**src/source/board_pkg.sv**
```systemverilog
package board_pkg;

    // Player ports on the board
    localparam int num_players = 4;

    // Raw board stick: right, left, down, up in 3..0, buttons above
    typedef logic [15:0] board_joy_t;

    // Stick as seen by the game core
    typedef logic [9:0] game_joy_t;

    typedef logic [3:0] dir_t;          // Direction nibble

    // One bit per player for coin, start and pause
    typedef logic [num_players-1:0] player_vec_t;

    typedef logic [3:0] gfx_mask_t;     // Graphics layer enables

    // Start button sits right after the game buttons
    function automatic int start_bit(input int buttons);
        return 6 + (buttons - 2);
    endfunction

    function automatic int coin_bit(input int buttons);
        return 7 + (buttons - 2);
    endfunction

    // Pause is the last button in the board vector
    function automatic int pause_bit(input int buttons);
        return 8 + (buttons - 2);
    endfunction

endpackage

```
**src/source/joy_4way_filter.sv**
```systemverilog
`timescale 1ns/100ps

module joy_4way_filter (
    input  logic            clk_sys,
    input  logic            rst,
    input  logic            enable,
    input  board_pkg::dir_t dir_in,
    output board_pkg::dir_t dir_out
);
    import board_pkg::*;

    dir_t last_dir;     // Last single direction seen
    dir_t lowest_dir;
    logic single;
    logic keep_last;

    // Exactly one bit set
    assign single = (dir_in != 4'd0) && ((dir_in & (dir_in - 4'd1)) == 4'd0);

    // Isolate lowest pressed bit
    assign lowest_dir = dir_in & (~dir_in + 4'd1);

    assign keep_last = |(dir_in & last_dir);

    always_ff @(posedge clk_sys) begin
        if (rst) begin
            dir_out  <= '0;
            last_dir <= '0;
        end else if (!enable) begin
            dir_out <= dir_in;      // 8-way pass through
        end else begin
            if (single) begin
                dir_out  <= dir_in;
                last_dir <= dir_in;
            end else if (dir_in == 4'd0) begin
                dir_out <= '0;
            end else if (keep_last) begin
                // Diagonal, hold on to the earlier direction
                dir_out <= last_dir;
            end else begin
                dir_out <= lowest_dir;
            end
        end
    end

endmodule

```
**src/source/joy_capture.sv**
```systemverilog
`timescale 1ns/100ps

module joy_capture #(
    parameter int buttons = 2
) (
    input  logic                  clk_sys,
    input  logic                  rst,
    input  logic                  four_way,
    input  board_pkg::board_joy_t joy_board_1,
    input  board_pkg::board_joy_t joy_board_2,
    input  board_pkg::board_joy_t joy_board_3,
    input  board_pkg::board_joy_t joy_board_4,
    output board_pkg::board_joy_t joy_sync_1,
    output board_pkg::board_joy_t joy_sync_2,
    output board_pkg::board_joy_t joy_sync_3,
    output board_pkg::board_joy_t joy_sync_4,
    output logic                  joy_pause
);
    import board_pkg::*;

    localparam int pause_pos = pause_bit(buttons);
    localparam int joy_w     = $bits(board_joy_t);

    board_joy_t       raw_in   [num_players];
    board_joy_t       raw_q    [num_players];   // Sync stage
    logic [joy_w-1:4] btn_q    [num_players];   // Buttons, matched to filter delay
    dir_t             dir_f    [num_players];
    board_joy_t       sync_out [num_players];

    assign raw_in[0] = joy_board_1;
    assign raw_in[1] = joy_board_2;
    assign raw_in[2] = joy_board_3;
    assign raw_in[3] = joy_board_4;

    always_ff @(posedge clk_sys) begin
        for (int p = 0; p < num_players; p++) begin
            raw_q[p] <= raw_in[p];
            btn_q[p] <= raw_q[p][joy_w-1:4];
        end
    end

    for (genvar p = 0; p < num_players; p++) begin : g_player
        joy_4way_filter u_filter (
            .clk_sys ( clk_sys        ),
            .rst     ( rst            ),
            .enable  ( four_way       ),
            .dir_in  ( raw_q[p][3:0]  ),
            .dir_out ( dir_f[p]       )
        );

        assign sync_out[p] = {btn_q[p], dir_f[p]};
    end

    assign joy_sync_1 = sync_out[0];
    assign joy_sync_2 = sync_out[1];
    assign joy_sync_3 = sync_out[2];
    assign joy_sync_4 = sync_out[3];

    // Only players 1 and 2 can pause
    assign joy_pause = sync_out[0][pause_pos] | sync_out[1][pause_pos];

endmodule

```
**src/source/game_input_map.sv**
```systemverilog
`timescale 1ns/100ps

module game_input_map #(
    parameter int buttons           = 2,
    parameter bit inputs_active_low = 1'b1
) (
    input  logic                   clk_sys,
    input  logic                   rst,
    input  logic                   rotate,
    input  board_pkg::board_joy_t  joy_sync_1,
    input  board_pkg::board_joy_t  joy_sync_2,
    input  board_pkg::board_joy_t  joy_sync_3,
    input  board_pkg::board_joy_t  joy_sync_4,
    input  board_pkg::game_joy_t   key_joy_1,
    input  board_pkg::game_joy_t   key_joy_2,
    input  board_pkg::game_joy_t   key_joy_3,
    input  board_pkg::player_vec_t key_coin,
    input  board_pkg::player_vec_t key_start,
    output board_pkg::game_joy_t   game_joystick_1,
    output board_pkg::game_joy_t   game_joystick_2,
    output board_pkg::game_joy_t   game_joystick_3,
    output board_pkg::game_joy_t   game_joystick_4,
    output board_pkg::player_vec_t game_coin,
    output board_pkg::player_vec_t game_start
);
    import board_pkg::*;

    localparam int          coin_pos  = coin_bit(buttons);
    localparam int          start_pos = start_bit(buttons);
    localparam game_joy_t   joy_inv   = {$bits(game_joy_t){inputs_active_low}};
    localparam player_vec_t vec_inv   = {num_players{inputs_active_low}};

    board_joy_t  joy     [num_players];
    game_joy_t   key_joy [num_players];
    game_joy_t   merged  [num_players];
    game_joy_t   joy_q   [num_players];
    player_vec_t coin_raw;
    player_vec_t start_raw;

    // Swap direction bits for a rotated screen
    function automatic game_joy_t apply_rotation(input game_joy_t j, input logic rot);
        return rot ? {j[9:4], j[0], j[1], j[3], j[2]} : j;
    endfunction

    assign joy[0] = joy_sync_1;
    assign joy[1] = joy_sync_2;
    assign joy[2] = joy_sync_3;
    assign joy[3] = joy_sync_4;

    assign key_joy[0] = key_joy_1;
    assign key_joy[1] = key_joy_2;
    assign key_joy[2] = key_joy_3;
    assign key_joy[3] = '0;         // No keyboard map for player 4

    always_comb begin
        for (int p = 0; p < num_players; p++) begin
            merged[p]    = apply_rotation(joy[p][9:0] | key_joy[p], rotate);
            coin_raw[p]  = joy[p][coin_pos];
            start_raw[p] = joy[p][start_pos];
        end
    end

    always_ff @(posedge clk_sys) begin
        if (rst) begin
            for (int p = 0; p < num_players; p++) begin
                joy_q[p] <= joy_inv;    // Idle level
            end
            game_coin  <= vec_inv;
            game_start <= vec_inv;
        end else begin
            for (int p = 0; p < num_players; p++) begin
                joy_q[p] <= merged[p] ^ joy_inv;
            end
            game_coin  <= (coin_raw | key_coin) ^ vec_inv;
            game_start <= (start_raw | key_start) ^ vec_inv;
        end
    end

    assign game_joystick_1 = joy_q[0];
    assign game_joystick_2 = joy_q[1];
    assign game_joystick_3 = joy_q[2];
    assign game_joystick_4 = joy_q[3];

endmodule

```
**src/source/board_control.sv**
```systemverilog
`timescale 1ns/100ps

module board_control #(
    parameter bit inputs_active_low = 1'b1
) (
    input  logic                 clk_sys,
    input  logic                 rst,
    input  logic                 key_pause,
    input  logic                 key_reset,
    input  logic                 key_service,
    input  board_pkg::gfx_mask_t key_gfx,
    input  logic                 joy_pause,
    input  logic                 osd_pause,
    input  logic                 downloading,
    output logic                 game_pause,
    output logic                 soft_rst,
    output logic                 game_service,
    output board_pkg::gfx_mask_t gfx_en
);
    import board_pkg::*;

    logic      pause_r;
    logic      pause_q;
    logic      reset_r;
    logic      reset_q;
    logic      joy_pause_q;
    gfx_mask_t gfx_r;
    gfx_mask_t gfx_q;
    gfx_mask_t gfx_rise;
    logic      pause_hit;

    // Any source toggles once, even if several coincide
    assign pause_hit = (pause_r & ~pause_q) | (joy_pause & ~joy_pause_q) | osd_pause;
    assign gfx_rise  = gfx_r & ~gfx_q;

    always_ff @(posedge clk_sys) begin
        if (rst) begin
            pause_r      <= 1'b0;
            pause_q      <= 1'b0;
            reset_r      <= 1'b0;
            reset_q      <= 1'b0;
            joy_pause_q  <= 1'b0;
            gfx_r        <= '0;
            gfx_q        <= '0;
            game_pause   <= 1'b0;
            soft_rst     <= 1'b0;
            game_service <= inputs_active_low;
            gfx_en       <= '1;     // All layers on
        end else begin
            pause_r     <= key_pause;
            pause_q     <= pause_r;
            reset_r     <= key_reset;
            reset_q     <= reset_r;
            joy_pause_q <= joy_pause;
            gfx_r       <= key_gfx;
            gfx_q       <= gfx_r;

            soft_rst     <= reset_r & ~reset_q;     // One cycle per press
            gfx_en       <= gfx_en ^ gfx_rise;
            game_service <= key_service ^ inputs_active_low;

            if (downloading) begin
                game_pause <= 1'b0;     // Never paused while loading
            end else if (pause_hit) begin
                game_pause <= ~game_pause;
            end
        end
    end

endmodule

```
**src/source/board_inputs.sv**
```systemverilog
`timescale 1ns/100ps

module board_inputs #(
    parameter int buttons           = 2,
    parameter bit inputs_active_low = 1'b1
) (
    input  logic                   clk_sys,
    input  logic                   rst,
    input  board_pkg::board_joy_t  joy_board_1,
    input  board_pkg::board_joy_t  joy_board_2,
    input  board_pkg::board_joy_t  joy_board_3,
    input  board_pkg::board_joy_t  joy_board_4,
    input  logic                   four_way,
    input  logic                   rotate,
    input  board_pkg::game_joy_t   key_joy_1,
    input  board_pkg::game_joy_t   key_joy_2,
    input  board_pkg::game_joy_t   key_joy_3,
    input  board_pkg::player_vec_t key_coin,
    input  board_pkg::player_vec_t key_start,
    input  logic                   key_pause,
    input  logic                   key_reset,
    input  logic                   key_service,
    input  board_pkg::gfx_mask_t   key_gfx,
    input  logic                   osd_pause,
    input  logic                   downloading,
    output board_pkg::game_joy_t   game_joystick_1,
    output board_pkg::game_joy_t   game_joystick_2,
    output board_pkg::game_joy_t   game_joystick_3,
    output board_pkg::game_joy_t   game_joystick_4,
    output board_pkg::player_vec_t game_coin,
    output board_pkg::player_vec_t game_start,
    output logic                   game_service,
    output logic                   game_pause,
    output logic                   soft_rst,
    output board_pkg::gfx_mask_t   gfx_en
);
    import board_pkg::*;

    board_joy_t joy_sync_1;
    board_joy_t joy_sync_2;
    board_joy_t joy_sync_3;
    board_joy_t joy_sync_4;
    logic       joy_pause;      // Players 1 and 2 pause buttons

    joy_capture #(
        .buttons ( buttons )
    ) u_capture (
        .clk_sys     ( clk_sys     ),
        .rst         ( rst         ),
        .four_way    ( four_way    ),
        .joy_board_1 ( joy_board_1 ),
        .joy_board_2 ( joy_board_2 ),
        .joy_board_3 ( joy_board_3 ),
        .joy_board_4 ( joy_board_4 ),
        .joy_sync_1  ( joy_sync_1  ),
        .joy_sync_2  ( joy_sync_2  ),
        .joy_sync_3  ( joy_sync_3  ),
        .joy_sync_4  ( joy_sync_4  ),
        .joy_pause   ( joy_pause   )
    );

    game_input_map #(
        .buttons           ( buttons           ),
        .inputs_active_low ( inputs_active_low )
    ) u_map (
        .clk_sys         ( clk_sys         ),
        .rst             ( rst             ),
        .rotate          ( rotate          ),
        .joy_sync_1      ( joy_sync_1      ),
        .joy_sync_2      ( joy_sync_2      ),
        .joy_sync_3      ( joy_sync_3      ),
        .joy_sync_4      ( joy_sync_4      ),
        .key_joy_1       ( key_joy_1       ),
        .key_joy_2       ( key_joy_2       ),
        .key_joy_3       ( key_joy_3       ),
        .key_coin        ( key_coin        ),
        .key_start       ( key_start       ),
        .game_joystick_1 ( game_joystick_1 ),
        .game_joystick_2 ( game_joystick_2 ),
        .game_joystick_3 ( game_joystick_3 ),
        .game_joystick_4 ( game_joystick_4 ),
        .game_coin       ( game_coin       ),
        .game_start      ( game_start      )
    );

    board_control #(
        .inputs_active_low ( inputs_active_low )
    ) u_control (
        .clk_sys      ( clk_sys      ),
        .rst          ( rst          ),
        .key_pause    ( key_pause    ),
        .key_reset    ( key_reset    ),
        .key_service  ( key_service  ),
        .key_gfx      ( key_gfx      ),
        .joy_pause    ( joy_pause    ),
        .osd_pause    ( osd_pause    ),
        .downloading  ( downloading  ),
        .game_pause   ( game_pause   ),
        .soft_rst     ( soft_rst     ),
        .game_service ( game_service ),
        .gfx_en       ( gfx_en       )
    );

endmodule

```
**config.mk**
```make
export PLATFORM = sky130hd
export DESIGN_NAME = board_inputs
export DESIGN_NICKNAME = d
export VERILOG_FILES = /design/src/source/board_pkg.sv /design/src/source/joy_4way_filter.sv /design/src/source/joy_capture.sv /design/src/source/game_input_map.sv /design/src/source/board_control.sv /design/src/source/board_inputs.sv
export SDC_FILE = /design/constraint.sdc
export NUM_CORES = 1
export LEC_CHECK = 0
export BUFFER_PORTS_ARGS = -buffer_cell sky130_fd_sc_hd__buf_2
export CORE_MARGIN = 10
export CORE_UTILIZATION = 40
export CTS_CLUSTER_SIZE = 10
export DETAILED_ROUTE_END_ITERATION = 7
export SETUP_SLACK_MARGIN = 0.05
export SLEW_MARGIN = 10
export SYNTH_ARGS = -nofsm -noshare
export SYNTH_HDL_FRONTEND = slang
export SYNTH_HIERARCHICAL = 1
export SYNTH_SLANG_ARGS = --single-unit
```
**constraint.sdc**
```tcl
create_clock -name clk_sys -period 1.8 [get_ports clk_sys]
set_clock_uncertainty 0.05 [all_clocks]
set_input_delay 0.36 -clock clk_sys [delete_from_list [all_inputs] [get_ports clk_sys]]
set_output_delay 0.36 -clock clk_sys [all_outputs]
set_load 0.02 [all_outputs]
```
==> flow_summary.yaml, run 1 <==
run_status:
  outcome: "completed"
timing:
  finalMaxSlewViolations: 0
  period_needed_ns: 1.623
  finalHoldViolations: 0
  rsz0062_at_grt: "false"
  timing.final.crit_share_pct: 90.14
  final.setup.tns_ns: 0
  achievable-frequency_mhz: 616.3
  setup_viol: 0
  slew_headroom_pct: 67.95
  worst_slew_pin_slew_ns: 0.4801
critical_path:
  path_cells: "a22o_4, a221o_1, mux2i_1, a211oi_1"
  worstSetupPathType: "flop to flop"
  worstSetupEndpointType: "flop"
  path_buf_inv: 0
  cp_max_fo: 11
  cp_top_family: "compound AO/OA/AOI/OAI gates"
  start_kind: "flop"
  cp.required_ns: 2.09
  crit_path_max_incr_delay_ns: 0.43
  cp_data_arrival_time_ns: 1.91
  cp_slowest_cell: "dfxtp_1"
route:
  vias_per_cell: 4.958
  drt_iter0_markers: 174
  drc: 0
  routed_wl_um: 13610
  ant_nets: 0
  drt_first_pass_iters: 7
  via_count: 4452
  wl_per_cell_um: 15.16
clock_network:
  htree_levels: 4
  cts_setup_buffers: 0
  cts_sinks: 164
  clock-root-buffer: "clkbuf_16"
  cts_made_buffers: 17
  clk_path_buf_depth: 2
  clk_latency_ns: 0.43
  clk_pin_slew_worst_paths_ns: 0.07
  cts_tree: "done"
min_path:
  hold_path_class: "input port to flop"
synthesis:
  syn_area_um2: 5650
  synth_area_per_cell_um2: 10.72
  synth_warnings: 6
  netlist_instances: 527
  synth_nets: 642
power:
  power_frac_comb_pct: 9.4
  switchingPower_w: 0.002057
  irDropWorstVdd_mv: 0.5894
  leakage_nw: 3.160
  clkPwrFrac_pct: 44.3
  fin_total_pwr_w: 0.008545
  p_seq_share_pct: 46.4
  powerDensity_nw_per_um2: 1136
  p_sw_share_pct: 24.07
  p_int_w: 0.006488
layout:
  num-nets-final: 821
  drive_gt1_share_pct: 31.34
  syn2layout_area_growth_pct: 33.08
  fill_cells: 1197
  final_core_util_pct: 54.17
  antenna_cells: 0
global_route:
  first_global_vias: 4426
  grt_max_degree: 53
  grt_use_total_pct: 13.89
  grt_pass1_wl_um: 22090
  overflow: 0
  antenna_found_initial: 0
flow_run:
  maxCapViolations: 0
floorplan:
  start_util_pct: 40.71
  core_um2: 13880
  fp.dieH_um: 138.9
  die_w_um: 138.9
  rows: 43
  ios: 170
  die-area_um2: 19280
placement:
  routabilityCongestion: 0.8446
  io_buffers: 145
  place_hpwl_um: 9586
-- what timing repair did --
action,CTS,global route
resized for setup,0,4
hold buffers,40,0
endpoints found under the hold margin,40,0
setup endpoints to repair,0,11
-- stage by stage --
stage          instances  hold slack (ns)  worst slack, ns  area (µm²)
3_5_place_dp         827           0.2621           0.1461        6491
6_report             898          0.05127           0.1774        7520
2_1_floorplan        527           0.2596           0.3674        5650
3_3_place_gp         827           0.2600           0.2043        6491
5_1_grt              898          0.04215           0.1019        7520
4_1_cts              898          0.03197           0.1301        7515
-- metal layers --
layer,track usage [%],part of all wire [%],up-vias
met5,0,0,-
met1,16.21,44,2041
li1,-,-,2228
met4,5.272,0.91,0
met2,22.86,48,169
met3,4.932,7.1,14
-- worst paths after layout --
kind | slack, ns | end | depth (start not counted) | startpoint
worst max-delay path | 0.18 | u_capture/g_player[2].u_filter/dir_out[3]$_SDFF_PP0_ | 4 | u_capture/raw_q[2][3]$_DFF_P_
worst min-delay path | 0.05 | u_map/game_start[3]$_SDFF_PP1_ | 2 | key_start[3]
worst max register to register | 0.18 | u_capture/g_player[2].u_filter/dir_out[3]$_SDFF_PP0_ | 4 | u_capture/raw_q[2][3]$_DFF_P_
worst min register to register | 0.26 | u_capture/btn_q[0][4]$_DFF_P_ | 0 | u_capture/raw_q[0][8]$_DFF_P_
-- cell usage in the layout (no fill, tap or decap), drive strengths merged, types with 18 or more instances in the layout --
cell type	count
o21ai	24
dfxtp	164
nor2b	25
a21oi	28
nor2	21
o21bai	30
clkbuf	18
nand2	24
buf	160
dlygate4sd3	40
-- state kept, by name (all words and copies together), names as in the netlist --
| register | flops |
|---|---|
| u_control/reset_r | 1 |
| u_control/pause_q | 1 |
| u_control/game_service | 1 |
| u_map/joy_q | 40 |
| u_control/game_pause | 1 |
| u_capture/btn_q | 24 |
| u_capture/g_player.u_filter/last_dir | 16 |
| u_capture/raw_q | 40 |
| u_control/pause_r | 1 |
| u_map/game_coin | 4 |
| u_control/soft_rst | 1 |
| u_control/gfx_r | 4 |
| u_control/reset_q | 1 |
| u_control/gfx_en | 4 |
| u_control/joy_pause_q | 1 |
| u_capture/g_player.u_filter/dir_out | 16 |
| u_control/gfx_q | 4 |
| u_map/game_start | 4 |
-- cell type report --
cell class / instances / area, µm² / share of cell area (%)
Multi-Input combinational cell: 315 / 2102 / 27.95
Clock buffer: 18 / 439.2 / 5.840
Sequential cell: 164 / 3288 / 43.73
Clock inverter: 13 / 183.9 / 2.446
Inverter: 8 / 30.03 / 0.3993
Timing Repair Buffer: 200 / 1251 / 16.64
Tap cell: 180 / 225.2 / 2.995
-- worst register-to-register path, delay by kind of cell (launching register included) --
kind | cells | cell delay (ns)
flops | 1 | 0.43
mux | 1 | 0.15
compound gates | 3 | 0.90
-- power by group through the flow --
stage	combinational (W)	sequential, W	clock (W)
CTS	0.000806	0.00396	0.00389
global route	0.000879	0.00398	0.00405
detailed placement	0.000733	0.00404	0
finish	0.000801	0.00396	0.00378
floorplan	0.000402	0.00409	0
global placement	0.000719	0.00403	0
No activity file was read; power rests on OpenSTA's default activity.
==> inputs of run 2 (changes only) <==
--- a/config.mk
+++ b/config.mk
@@ -10,6 +10,7 @@
 export CORE_UTILIZATION = 40
 export CTS_CLUSTER_SIZE = 10
 export DETAILED_ROUTE_END_ITERATION = 7
+export PLACE_DENSITY_LB_ADDON = 0.25
 export SETUP_SLACK_MARGIN = 0.05
 export SLEW_MARGIN = 10
 export SYNTH_ARGS = -nofsm -noshare
==> run 2 against run 1 <==
Register-to-register slack barely moved. Count of clock-buffer cells in the layout fell by 1. Via count rose by 0.90%. Non-clock buffer count grew 1. Clock power down 6.1%. Setup slack better by 0.0096 ns. Sequential cell count unchanged. Global-route usage decreased by 0.43 points. Critical path depth stayed put. Fmax grew 0.59%. Sequential share of layout area barely moved. Largest cell class unchanged. Largest power group unchanged.
==> flow_summary.yaml, run 2 (same netlist as run 1, synthesis figures left out) <==
floorplan:
  ios: 170
  start_util_pct: 40.71
  rows: 43
  die_w_um: 138.9
  core_um2: 13880
  fp.dieH_um: 138.9
  die-area_um2: 19280
clock_network:
  cts_made_buffers: 17
  clk_latency_ns: 0.42
  clk_pin_slew_worst_paths_ns: 0.07
  clock-root-buffer: "clkbuf_16"
  cts_tree: "done"
  cts_setup_buffers: 0
  htree_levels: 4
  cts_sinks: 164
  clk_path_buf_depth: 2
global_route:
  antenna_found_initial: 0
  first_global_vias: 4344
  overflow: 0
  grt_use_total_pct: 13.45
  grt_pass1_wl_um: 21550
  grt_max_degree: 25
power:
  irDropWorstVdd_mv: 0.5583
  leakage_nw: 3.162
  powerDensity_nw_per_um2: 1106
  fin_total_pwr_w: 0.008315
layout:
  mostFrequentLayoutCell: "dfxtp_1"
  fill_cells: 1217
  antenna_cells: 0
  top_regs: "u_capture/raw_q: 40 flops, u_map/joy_q: 40 flops, u_capture/btn_q: 24 flops"
  layout_common_cells: "dfxtp_1 (161), buf_2 (145), dlygate4sd3_1 (40), o21bai_1 (30)"
  syn2layout_area_growth_pct: 33.04
  drive_gt1_share_pct: 31.39
  final_cell_area_um2: 7517
  num-nets-final: 822
critical_path:
  cp_data_arrival_time_ns: 1.89
  worstSetupEndpointType: "flop"
  r2r-end: "u_capture/g_player[1].u_filter/dir_out[1]$_SDFF_PP0_"
  cp.required_ns: 2.08
  cp-endpoint: "u_capture/g_player[1].u_filter/dir_out[1]$_SDFF_PP0_"
  timing.rr.start: "u_capture/raw_q[1][0]$_DFF_P_"
  reg2reg_slack_ns: 0.19
  start_kind: "flop"
  worst_r2r_path_depth: 4
  cp_max_fo: 16
  startpoint: "u_capture/raw_q[1][0]$_DFF_P_"
  worstSetupPathType: "flop to flop"
route:
  wl_per_cell_um: 14.61
  drc: 0
  drt_first_pass_iters: 5
  vias_per_cell: 4.991
  via_count: 4492
  drt_iter0_markers: 217
  ant_nets: 0
  routed_wl_um: 13150
timing:
  whs_ns: 0.05002
  finalMaxSlewViolations: 0
  slew_headroom_pct: 65.79
  timing.final.crit_share_pct: 89.61
  final.setup.tns_ns: 0
  setup_viol: 0
  achievable-frequency_mhz: 620.0
  worst_slew_pin_slew_ns: 0.5125
  setup_ws_ns: 0.1870
  finalHoldViolations: 0
  period_needed_ns: 1.613
  rsz0062_at_grt: "false"
placement:
  io_buffers: 145
  postPlaceCellArea_um2: 6511
  place_hpwl_um: 9479
  routabilityCongestion: 0.8441
  dpl_worst_slack_ns: 0.1766
flow_run:
  maxCapViolations: 0
min_path:
  hold_path_class: "input port to flop"
  min_from: "key_joy_3[6]"
run_status:
  outcome: "completed"
[run 2: changes by cell type in the layout (fill, tap and decap cells not counted), moves of 2 or more]
cell | previous run | this run
bufinv_16 | 3 | 0
inv_6 | 6 | 1
clkinv_8 | 0 | 3
clkinv_4 | 0 | 2
inv_8 | 3 | 9
[run 2: layout make-up]
class / instances / area [µm²] / share of cell area, %
inverters: 8 / 30.03 / 0.3995
well taps: 180 / 225.2 / 2.996
repair buffers: 201 / 1271 / 16.91
multi-input cells: 315 / 2102 / 27.96
clock inverters: 15 / 176.4 / 2.347
flip-flops and latches: 164 / 3287 / 43.72
clock buffers: 17 / 425.4 / 5.659
[run 2: metal layers]
metal / routed length [µm] / track usage, % / vias to the layer above
met1: 5960 / 16.60 / 2075
li1: - / - / 2229
met5: 0 / 0 / -
met2: 6088 / 21.08 / 175
met3: 939 / 4.795 / 13
met4: 162 / 4.997 / 0
[run 2: worst min path at each step]
stage                                                end  cells past startpoint  slack (ns)
after detailed placement   u_capture/btn_q[3][3]$_DFF_P_                      0        0.26
after global routing       u_map/joy_q[0][26]$_SDFF_PP1_                      2        0.03
final                      u_map/joy_q[0][26]$_SDFF_PP1_                      2        0.05
after floorplan            u_capture/btn_q[0][0]$_DFF_P_                      0        0.26
after global placement     u_capture/btn_q[3][3]$_DFF_P_                      0        0.26
after CTS                 u_map/game_start[3]$_SDFF_PP1_                      2        0.02
[run 2: repair_timing]
| item | CTS | global route |
|---|---|---|
| endpoints found under the hold margin | 40 | 0 |
| endpoints found under the setup margin | 0 | 7 |
| gates resized for setup | 0 | 3 |
| hold buffers | 40 | 0 |
[run 2: critical path: stages, from the launching register on]
cell      delay (ns)
dfxtp_1         0.64
xor2_1          0.21
o21ai_0         0.15
o21a_1          0.25
a211oi_1        0.22
[run 2: stage by stage]
step                std cells  utilization, %
floorplan                 527               -
global placement          828           46.91
detailed placement        828           46.91
CTS                       900           54.13
global route              900           54.16
finish                    900           54.16
[run 2: power by group]
part,internal (W),switching [W]
Clock,0.00189,0.00166
Sequential,0.00384,0.000114
Combinational,0.000387,0.000424
Total,0.00611,0.00220
